$ cat src/gnn_bus_cfg.svh
// gnn request bus configuration for PE count, field widths and table depth
`ifndef GNN_BUS_CFG_SVH
`define GNN_BUS_CFG_SVH

// number of edge PEs on the request bus
`define GNN_NUM_PE 4

// node id width, also the table address width
`define GNN_NODE_W 6

// PE tag width, enough to name every PE
`define GNN_TAG_W 2

// width of one neighbor or feature table word
`define GNN_DATA_W 16

// table entries, one per node id
`define GNN_TABLE_DEPTH 64

`endif

$ cat src/gnn_bus_pkg.sv
// gnn request bus package with the request kind and the bus field types
`include "gnn_bus_cfg.svh"

package gnn_bus_pkg;

    // which lookup a PE asks for
    typedef enum logic {
        kind_neighbor = 1'b0,
        kind_feature  = 1'b1
    } req_kind_e;

    // node id carried with each request
    typedef logic [`GNN_NODE_W-1:0] node_id_t;

    // tag of the requesting PE
    typedef logic [`GNN_TAG_W-1:0] pe_tag_t;

    // one table word as returned to the PE
    typedef logic [`GNN_DATA_W-1:0] info_data_t;

endpackage

$ cat src/info_mem_cntl.sv
// info table controller with an external write port and one tagged read per cycle
`timescale 1ns/1ps
`include "gnn_bus_cfg.svh"

module info_mem_cntl (
    input  logic                   clk,
    input  logic                   reset,
    input  logic                   wr_en,
    input  gnn_bus_pkg::node_id_t  wr_addr,
    input  gnn_bus_pkg::info_data_t wr_data,
    input  logic                   rd_valid,
    input  gnn_bus_pkg::node_id_t  rd_node,
    input  gnn_bus_pkg::pe_tag_t   rd_tag,
    output logic                   rsp_valid,
    output gnn_bus_pkg::info_data_t rsp_data,
    output gnn_bus_pkg::pe_tag_t   rsp_tag
);

    // one word per node id
    gnn_bus_pkg::info_data_t table_mem [`GNN_TABLE_DEPTH];

    // table load from outside
    always_ff @(posedge clk) begin
        if (wr_en) begin
            table_mem[wr_addr] <= wr_data;
        end
    end

    // response strobe trails the read strobe by one cycle
    always_ff @(posedge clk) begin
        if (reset) begin
            rsp_valid <= 1'b0;
        end else begin
            rsp_valid <= rd_valid;
        end
    end

    // read before write so a same-address write shows up next time
    always_ff @(posedge clk) begin
        if (rd_valid) begin
            rsp_data <= table_mem[rd_node];
            // tag goes back with the word
            rsp_tag  <= rd_tag;
        end
    end

endmodule

$ cat config.mk
export PLATFORM = sky130hd
export DESIGN_NAME = info_mem_cntl
export DESIGN_NICKNAME = d
export VERILOG_FILES = /design/src/gnn_bus_pkg.sv /design/src/info_mem_cntl.sv
export VERILOG_INCLUDE_DIRS = /design/src /design/src/src
export SDC_FILE = /design/constraint.sdc
export NUM_CORES = 1
export LEC_CHECK = 0
export BUFFER_PORTS_ARGS = -buffer_cell sky130_fd_sc_hd__buf_2
export CORE_MARGIN = 10
export CORE_UTILIZATION = 52
export DETAILED_ROUTE_END_ITERATION = 8
export PLACE_DENSITY = 0.68
export SYNTH_ARGS = -nofsm -noshare
export SYNTH_HDL_FRONTEND = slang
export SYNTH_SLANG_ARGS = --single-unit
$ cat constraint.sdc
create_clock -name clk -period 2.86 [get_ports clk]
set_clock_uncertainty 0.1 [all_clocks]
set_input_delay 0 -clock clk [delete_from_list [all_inputs] [get_ports clk]]
set_output_delay 0 -clock clk [all_outputs]
set_load 0.01 [all_outputs]
==> results of run 1 <==
==> state kept, by name (all words and copies together), names as in the netlist <==
signal / flops
rsp_valid: 1
rsp_tag: 2
table_mem: 1024
rsp_data: 16
==> synthesized netlist by cell type (2+ instances only) <==
library cell,instances
sky130_fd_sc_hd__mux4_2,208
sky130_fd_sc_hd__clkbuf_1,44
sky130_fd_sc_hd__buf_1,4
sky130_fd_sc_hd__nand3_1,9
sky130_fd_sc_hd__nand3b_1,2
sky130_fd_sc_hd__buf_8,3
sky130_fd_sc_hd__nor2_1,97
sky130_fd_sc_hd__buf_4,19
sky130_fd_sc_hd__a22o_1,3
sky130_fd_sc_hd__edfxtp_1,1042
sky130_fd_sc_hd__nand4_1,3
sky130_fd_sc_hd__a211oi_1,13
sky130_fd_sc_hd__or3_1,2
sky130_fd_sc_hd__nand2_1,20
sky130_fd_sc_hd__nand2b_1,5
sky130_fd_sc_hd__a21oi_1,20
sky130_fd_sc_hd__a31oi_1,2
sky130_fd_sc_hd__o22ai_1,3
sky130_fd_sc_hd__a211oi_2,9
sky130_fd_sc_hd__mux2_2,27
sky130_fd_sc_hd__buf_6,8
sky130_fd_sc_hd__nor3_1,2
sky130_fd_sc_hd__buf_2,27
sky130_fd_sc_hd__o221ai_1,11
sky130_fd_sc_hd__a221oi_2,9
sky130_fd_sc_hd__a221o_1,8
sky130_fd_sc_hd__a221oi_1,35
sky130_fd_sc_hd__and3_1,13
sky130_fd_sc_hd__and2_1,2
sky130_fd_sc_hd__nor4_1,4
sky130_fd_sc_hd__mux2i_1,109
sky130_fd_sc_hd__nor2b_1,24
sky130_fd_sc_hd__a22oi_1,41
==> how the worst min path moves through the flow <==
stage	endpoint	slack, ps	depth (start not counted)	start
6_report	table_mem[46][7]	50	1	wr_data[7]
3_5_place_dp	rsp_valid	80	2	reset
5_1_grt	table_mem[49][7]	50	1	wr_data[7]
4_1_cts	table_mem[13][14]	20	4	wr_en
2_1_floorplan	rsp_valid	-30	1	reset
3_3_place_gp	rsp_valid	60	2	reset
==> logic make-up after synthesis <==
logic type      count (synthesis)  share of synthesized area [%]
compound gates                156                           3.25
mux                           344                           15.1
flops                        1043                           77.9
buf+inv                       108                           1.55
simple gates                  185                           2.14
==> power groups by stage <==
stage	Sequential, mW	Combinational (mW)	Clock (mW)
2_1_floorplan	17.3	0.879	0
4_1_cts	17.0	1.70	13.7
3_3_place_gp	17.3	1.63	0
3_5_place_dp	17.3	1.67	0
6_report	17.0	1.70	13.5
5_1_grt	17.0	1.80	14.3
==> cell type report <==
cell class	instances	area share, %
tap	1030	2.79
inverter	1	0.00812
timing repair buffer	245	4.29
sequential	1043	67.7
multi-input combinational	685	17.9
clock buffer	126	5.94
antenna	1	0.00541
clock inverter	62	1.41
==> worst max-delay path, cell delays in order <==
cell and delay (ps):
sky130_fd_sc_hd__dlygate4sd3_1 570, sky130_fd_sc_hd__buf_8 210, sky130_fd_sc_hd__buf_12 220, sky130_fd_sc_hd__nor2b_1 590, sky130_fd_sc_hd__buf_4 280, sky130_fd_sc_hd__nand2_1 70, sky130_fd_sc_hd__nand3_1 110, sky130_fd_sc_hd__a21oi_1 60
sky130_fd_sc_hd__buf_4 180, sky130_fd_sc_hd__nor4_1 540
==> cells in the final DEF, fill, tap and decap left out, drive strengths merged, types with 3 or more instances in the layout <==
cell	count
edfxtp	1042
buf	215
mux4	208
clkbuf	126
mux2i	109
nor2	97
a221oi	44
a22oi	41
clkinv	38
dlygate4sd3	30
mux2	27
nor2b	24
a211oi	22
a21oi	20
nand2	20
and3	13
bufinv	12
o221ai	11
clkinvlp	11
nand3	9
a221o	8
nand2b	5
nor4	4
nand4	3
o22ai	3
a22o	3
==> through the flow <==
stage / power (mW) / instances
global placement: 19.0 / 2974
finish: 32.2 / 3193
floorplan: 18.2 / 1836
detailed placement: 19.0 / 2974
global route: 33.1 / 3192
CTS: 32.4 / 3192
==> routing by layer <==
| layer | vias to the layer above | wire [um] |
|---|---|---|
| li1 | 8244 | - |
| met1 | 10488 | 39800 |
| met2 | 899 | 43800 |
| met3 | 150 | 7900 |
| met4 | 12 | 2780 |
| met5 | - | 78 |
==> impl_metrics.csv, run 1 <==
group,metric,value,unit
outcome,run_status,"completed",
clock_tree,clk-insertion-delay-late,660,ps
finish,area_growth_syn_to_layout,15.1,%
clock_tree,cts_setup_buffers,0,
route,drt-pass1-iter-count,6,
finish,post_route_cells_drive_above_1_share,29.1,%
finish,postLayoutCoreUtil,60.6,%
yosys,synth_area_leaders,"sky130_fd_sc_hd__edfxtp_1, sky130_fd_sc_hd__mux4_2, sky130_fd_sc_hd__mux2i_1",
timing,clock.fmax,382,MHz
yosys,post_synth_edffs,1042,
finish,ff_latch_area,31300,sq um
pwr,power-per-cell-area,696,nW/um^2
yosys,area_leader_netlist,"sky130_fd_sc_hd__edfxtp_1",
worst_hold_path,min-delay-path-class,"in2reg",
clock_tree,cts_root_buf,"sky130_fd_sc_hd__clkbuf_16",
yosys,synth.lib_cells_used.distinct,41,
clock_tree,clkTransAtPathRegs,60,ps
pwr,cellLeakagePower,15.0,nW
die,pin_count,53,
timing,tightest_slew,1290,ps
placement,routability_congestion_estimate,0.832,
timing,timing.final.crit_share,91.5,%
yosys,synthesis.instances,1836,
setup_path,critical_path_arrival,2900,ps
timing,report.final.setup_viol,0,
pwr,power.ir.vdd_worst,0.461,mV
setup_path,worst-setup-path-type,"in2reg",
yosys,postSynthNetCount,1870,
pwr,share_seq_of_total_power,52.9,%
die,core-area,76300,sq um
pwr,p_int,25.5,mW
setup_path,critPathCaptureType,"register",
clock_tree,cts_buffers,102,
die,die_area,88800,sq um
setup_path,regToRegEndpoint,"rsp_data[5]",
finish,nFillCells,5262,
global_route,largest_net_degree_at_the_start_of_global_routing,65,
setup_path,logic_depth_of_the_worst_register_to_register_path,5,
clock_tree,cts-resized-gates,0,
clock_tree,cts_buffer_depth,3,
timing,rsz0062_at_grt,"false",
die,die_y,298,um
placement,place_hpwl,58000,um
timing,report.final.slew_viol_count,0,
global_route,met3_layer_usage_reported_by_global_route,4.23,%
setup_path,startpoint,"rd_node[2]",
route,drt_iter0_markers,2607,
flow_run,max_cap_viol_count,0,
global_route,grt_most_used_layer,"met2",
timing,timing.setup.tns,0,ps
global_route,grt_util_met1,31.1,%
global_route,grt_antenna_before_repair,8,
placement,io_buffers,52,
yosys,yosys_warnings,0,
timing,timing.final.ws_setup,243,ps
timing,min_period,2620,ps
pwr,p_sw,6.66,mW
setup_path,worstReg2RegStart,"table_mem[11][5]",
finish,post-route-cell-area,46200,sq um
setup_path,worstSetupStartpointType,"input port",
pwr,p_sw_share,20.7,%
route,post-route-drc-count,0,
placement,preCtsSetupSlack,37.9,ps
die,floorplan.rows,101,
pwr,pwr-share-comb,5.3,%
route,route.vias.total,19793,
placement,placedInstanceArea,42500,sq um
setup_path,cp.required,3140,ps
yosys,area_fraction_of_the_dominant_cell_type_after_synthesis,77.9,%
global_route,global_route.overflow_total,0,
timing,finalHoldViolCount,0,
yosys,sequential_cell_area_fraction_in_the_yosys_report,77.9,%
pwr,clock_power_share,41.8,%
setup_path,reg2reg_slack,520,ps
clock_tree,htreeDepth,3,
yosys,ys_seq_elements,1043,
yosys,syn-mean-instance-area,21.9,sq um
yosys,postSynth.topFlopCell,"sky130_fd_sc_hd__edfxtp_1",
global_route,first_global_vias,19973,
clock_tree,clock_tree_from_tritoncts,"built",
route,avgRoutedWirePerCell,29.6,um
global_route,global_route_wire_length_before_repair,140000,um
die,effective_utilization_at_floorplan,52.6,%
route,via_per_inst,6.20,
finish,area_of_the_multi_input_gates,8260,sq um
setup_path,cp-endpoint,"rsp_data[15]",
die,die_w,298,um
setup_path,critical_path_peak_fanout,23,
clock_tree,tritoncts_num_sinks,1043,
finish,nets,2112,
timing,slew_headroom,14.1,%
timing,timing.hold.ws,50.5,ps
global_route,met2_usage,32.3,%
yosys,cell_area_synth,40200,sq um
yosys,async_reset_ff_share,0,%
route,detail-route-antenna-nets,0,
global_route,grtUsageTotal,21.3,%
clock_tree,cts.hold.buffers_added,30,
route,drt-total-wl,94400,um
No activity file was read; power rests on OpenSTA's default activity.
==> run 2, diff against run 1 <==
Settings changed: PLACE_DENSITY 0.68 to 0.72.
Clock period 2.86 ns to 2.4 ns, I/O delays scaled along.
==> impl_metrics.csv, run 2 (synthesis results as in run 1) <==
group,metric,value,unit
clock_tree,clk-insertion-delay-late,670,ps
global_route,largest_net_degree_at_the_start_of_global_routing,65,
finish,postLayoutCoreUtil,61.2,%
placement,number_of_placed_instances_with_taps_included,3025,
placement,routability_congestion_estimate,0.881,
route,post-route-drc-count,0,
setup_path,cp.required,2700,ps
die,core-area,76300,sq um
clock_tree,cts_buffer_depth,3,
route,via_per_inst,6.27,
clock_tree,clock_tree_from_tritoncts,"built",
die,effective_utilization_at_floorplan,52.6,%
die,floorplan.rows,101,
flow_run,max_cap_viol_count,0,
pwr,power-per-cell-area,816,nW/um^2
timing,timing.final.ws_setup,143,ps
clock_tree,clkTransAtPathRegs,60,ps
clock_tree,cts-resized-gates,0,
finish,nets,2164,
finish,reg.largest.list,"table_mem: 1024 flops, rsp_data: 16 flops, rsp_tag: 2 flops",
pwr,power.total,38.1,mW
finish,regMostFlops,"table_mem",
setup_path,critical_path_arrival,2560,ps
route,avgRoutedWirePerCell,29.9,um
finish,largest_register_ffs,1024,
pwr,cellLeakagePower,15.2,nW
finish,final_common_cell,"sky130_fd_sc_hd__edfxtp_1",
placement,placedInstanceArea,43100,sq um
placement,io_buffers,52,
setup_path,worstSetupStartpointType,"register",
route,drt_iter0_markers,2888,
outcome,run_status,"completed",
route,drt-pass1-iter-count,6,
timing,clock.fmax,443,MHz
clock_tree,cts_root_buf,"sky130_fd_sc_hd__clkbuf_16",
global_route,grtUsageTotal,21.8,%
global_route,first_global_vias,20469,
global_route,global_route_wire_length_before_repair,143000,um
pwr,power.ir.vdd_worst,0.570,mV
die,die_y,298,um
clock_tree,tritoncts_num_sinks,1043,
timing,finalHoldViolCount,0,
placement,place_hpwl,60800,um
setup_path,critPathCaptureType,"register",
finish,area_growth_syn_to_layout,16.2,%
timing,report.final.slew_viol_count,0,
global_route,global_route.overflow_total,0,
timing,rsz0062_at_grt,"false",
timing,slew_headroom,29.8,%
finish,post_route_cells_drive_above_1_share,30.3,%
die,pin_count,53,
die,die_w,298,um
setup_path,worst-setup-path-type,"reg2reg",
die,die_area,88800,sq um
clock_tree,cts_setup_buffers,0,
global_route,grt_antenna_before_repair,0,
worst_hold_path,min-delay-path-class,"in2reg",
route,route.vias.total,20319,
route,drt-total-wl,96700,um
finish,finish.cell_count_without_fillers,3240,
clock_tree,htreeDepth,3,
setup_path,critical_path_peak_fanout,1,
route,detail-route-antenna-nets,0,
timing,report.final.setup_viol,0,
clock_tree,cts_buffers,102,
placement,preCtsSetupSlack,-350,ps
finish,post-route-cell-area,46700,sq um
timing,min_period,2260,ps
timing,tightest_slew,1050,ps
timing,timing.final.crit_share,94.1,%
finish,most-common-layout-cells,"sky130_fd_sc_hd__edfxtp_1, sky130_fd_sc_hd__mux4_2, sky130_fd_sc_hd__buf_4",
finish,num_antenna_cells,0,
[run 2: cell types whose count changed in the layout (fill, tap and decap cells not counted), sizes merged]
cell and delta:
clkbuf +2, diode -1, buf +51, inv +1, bufinv -3, clkinvlp -5, dlygate4sd3 +1, clkinv +1
[run 2: final cells by class]
class	instances	area (sq um)
inverters	1	3.75
well taps	1030	1290
repair buffers	297	2540
clock inverters	56	569
flip-flops and latches	1043	31300
fillers	5177	29600
multi-input cells	685	8260
clock buffers	128	2730
[run 2: path summary, 6_finish.rpt]
kind / cells after the start / from / to / slack (ps)
setup / recovery: 6 / table_mem[7][3] / rsp_data[3] / 140
hold / removal: 4 / wr_addr[3] / table_mem[11][6] / 110
setup reg to reg: 6 / table_mem[7][3] / rsp_data[3] / 140
hold reg to reg: 4 / table_mem[44][2] / rsp_data[2] / 840
[run 2: report_power, final]
group          internal, mW  switching, mW
registers              20.2         0.0525
logic                 0.849           1.31
clock network          9.04           6.65
[run 2: what timing repair did]
| item | 4_1_cts | 5_1_grt |
|---|---|---|
| hold endpoints to repair | 741 | 0 |
| hold buffers | 31 | 0 |
| endpoints found under the setup margin | 0 | 0 |
[run 2: critical path: stages (launching register included)]
cell and delay, ps:
sky130_fd_sc_hd__edfxtp_1 360, sky130_fd_sc_hd__mux4_2 510, sky130_fd_sc_hd__mux2i_1 320, sky130_fd_sc_hd__buf_4 170, sky130_fd_sc_hd__a22oi_1 110, sky130_fd_sc_hd__o221ai_1 280
sky130_fd_sc_hd__a211oi_2 140
[run 2: layer usage]
metal | wire (um) | part of all wire, % | GRT usage [%]
met2 | 45200 | 47 | 33.0
met1 | 39200 | 41 | 31.9
met5 | 0 | 0 | 0
met3 | 9870 | 10 | 4.39
met4 | 2430 | 2.5 | 6.53
[run 2: stage by stage]
stage	TNS [ps]	hold slack [ps]
after floorplan	0	-28.4
after global placement	-687	60.1
after detailed placement	-953	58.1
after CTS	0	57.2
after global routing	0	93.0
final	0	106
==> run 3, diff against run 2 <==
Settings changed: CAP_MARGIN set to 15, PLACE_DENSITY 0.72 to 0.7, REMOVE_ABC_BUFFERS set to 1.
Clock period 2.4 ns to 2.22 ns, I/O delays scaled along.
==> impl_metrics.csv, run 3 (synthesis results as in run 1) <==
group,metric,value,unit
setup_path,critical_path_cell_count,6,
route,drt-pass1-iter-count,6,
timing,timing.setup.tns,0,ps
finish,most-common-layout-cells,"sky130_fd_sc_hd__edfxtp_1, sky130_fd_sc_hd__mux4_2, sky130_fd_sc_hd__buf_4",
die,die_area,88800,sq um
global_route,largest_net_degree_at_the_start_of_global_routing,65,
setup_path,path_buf_inv,1,
setup_path,timing.critical_path.slowest_cell_delay,470,ps
route,drt_iter0_markers,2351,
global_route,first_global_vias,20341,
finish,final_common_cell,"sky130_fd_sc_hd__edfxtp_1",
outcome,run_status,"completed",
setup_path,cp.required,2630,ps
clock_tree,clk-insertion-delay-late,680,ps
timing,tightest_slew,1110,ps
setup_path,worst-setup-path-type,"reg2reg",
die,die_y,298,um
die,pin_count,53,
setup_path,critical_path_peak_fanout,1,
die,floorplan.rows,101,
setup_path,slowest_cell_on_the_critical_path,"sky130_fd_sc_hd__a22oi_1",
flow_run,max_cap_viol_count,0,
placement,placedInstanceArea,43300,sq um
timing,slew_headroom,25.8,%
worst_hold_path,timing.hold.worst_endpoint,"rsp_data[11]",
finish,post-route-cell-area,46800,sq um
global_route,grtUsageTotal,21.0,%
die,die_w,298,um
placement,place_hpwl,59000,um
finish,area_growth_syn_to_layout,16.5,%
pwr,power.ir.vdd_worst,0.756,mV
clock_tree,clock_tree_from_tritoncts,"built",
setup_path,logic_depth_of_the_worst_register_to_register_path,6,
clock_tree,tritoncts_num_sinks,1043,
timing,min_period,2170,ps
clock_tree,cts_buffer_depth,3,
setup_path,regToRegEndpoint,"rsp_data[0]",
timing,clock.fmax,461,MHz
placement,io_buffers,52,
finish,num_antenna_cells,0,
global_route,global_route_wire_length_before_repair,138000,um
route,route.vias.total,20003,
timing,rsz0062_at_grt,"false",
clock_tree,htreeDepth,3,
finish,regMostFlops,"table_mem",
global_route,grt_antenna_before_repair,2,
clock_tree,cts_root_buf,"sky130_fd_sc_hd__clkbuf_16",
pwr,cellLeakagePower,15.3,nW
setup_path,worstReg2RegStart,"table_mem[5][0]",
timing,finalHoldViolCount,0,
setup_path,critical_path_arrival,2570,ps
placement,routability_congestion_estimate,0.853,
setup_path,reg2reg_slack,50,ps
finish,reg.largest.list,"table_mem: 1024 flops, rsp_data: 16 flops, rsp_tag: 2 flops",
timing,report.final.slew_viol_count,0,
route,avgRoutedWirePerCell,28.9,um
route,via_per_inst,6.17,
timing,timing.final.crit_share,97.7,%
finish,nets,2173,
finish,largest_register_ffs,1024,
finish,post_route_cells_drive_above_1_share,30.6,%
clock_tree,cts_setup_buffers,0,
placement,number_of_placed_instances_with_taps_included,3036,
die,effective_utilization_at_floorplan,52.6,%
finish,finish.cell_count_without_fillers,3244,
worst_hold_path,min-delay-path-class,"in2reg",
clock_tree,cts_buffers,102,
clock_tree,clkTransAtPathRegs,60,ps
setup_path,top_delay_family_on_crit_path,"compound AO/OA/AOI/OAI gates",
worst_hold_path,hold-path-cell-count,5,
setup_path,critPathCaptureType,"register",
timing,report.final.setup_viol,0,
worst_hold_path,hp_start,"rd_node[2]",
route,drt-total-wl,93600,um
route,post-route-drc-count,0,
setup_path,worstSetupStartpointType,"register",
pwr,power-per-cell-area,870,nW/um^2
route,detail-route-antenna-nets,0,
global_route,global_route.overflow_total,0,
setup_path,critical_path.cell_chain,"mux4_2 -> mux2i_1 -> buf_4 -> a22oi_1 -> o221ai_1 -> a211oi_1",
die,core-area,76300,sq um
[run 3: changes by cell type in the layout (fill, tap and decap cells not counted), sizes merged]
| cell | delta |
|---|---|
| dlygate4sd3 | -2 |
| inv | +1 |
| buf | +11 |
| clkinv | +5 |
| clkbuf | -7 |
| bufinv | -2 |
| clkinvlp | -2 |
[run 3: stage by stage]
step	utilization [%]	setup slack, ps	hold WS [ps]	power, mW
floorplan	-	196	-28.4	23.2
CTS	61.3	27.0	13.9	41.0
global placement	56.7	-145	58.4	24.5
finish	61.3	52.1	54.4	40.7
global route	61.3	4.96	28.6	41.9
detailed placement	56.7	-174	61.8	24.6
[run 3: worst max path at each step]
| stage | startpoint | end | slack, ps |
|---|---|---|---|
| CTS | table_mem[23][3] | rsp_data[3] | 30 |
| global route | table_mem[23][3] | rsp_data[3] | 5 |
| floorplan | wr_addr[4] | table_mem[48][0] | 200 |
| global placement | rd_node[0] | rsp_data[5] | -150 |
| finish | table_mem[5][0] | rsp_data[0] | 50 |
| detailed placement | rd_node[0] | rsp_data[5] | -170 |
[run 3: timing repair]
item                                    CTS  global route
resized for setup                         1             4
endpoints found under the setup margin    1             4
cloned                                    0             0
hold endpoints to repair                904             0
hold buffers                             29             0
[run 3: power by group]
| group | internal, mW | switching (mW) |
|---|---|---|
| Clock | 9.34 | 7.16 |
| Sequential | 21.8 | 0.0650 |
| Combinational | 0.950 | 1.35 |
| Total | 32.1 | 8.58 |
[run 3: final cells by class]
type	instances	area, sq um
repair buffers	306	2700
clock inverters	58	567
inverters	1	3.75
fillers	5196	29500
flip-flops and latches	1043	31300
multi-input cells	685	8280
clock buffers	121	2650
well taps	1030	1290
[run 3: worst register-to-register path: stages, from the launching register on]
cell	delay [ps]
sky130_fd_sc_hd__edfxtp_1	330
sky130_fd_sc_hd__mux4_2	240
sky130_fd_sc_hd__mux2i_1	100
sky130_fd_sc_hd__buf_4	150
sky130_fd_sc_hd__a22oi_1	470
sky130_fd_sc_hd__o221ai_1	330
sky130_fd_sc_hd__a211oi_1	280
[run 3: per-layer routing]
layer  vias to the layer above  global-route usage (%)  wire [um]
li1                       8342                       -          -
met1                     10643                    28.9      37700
met2                       875                    33.2      45600
met3                       139                    4.73       7800
met4                         4                    6.41       2560
met5                         -                       0         26
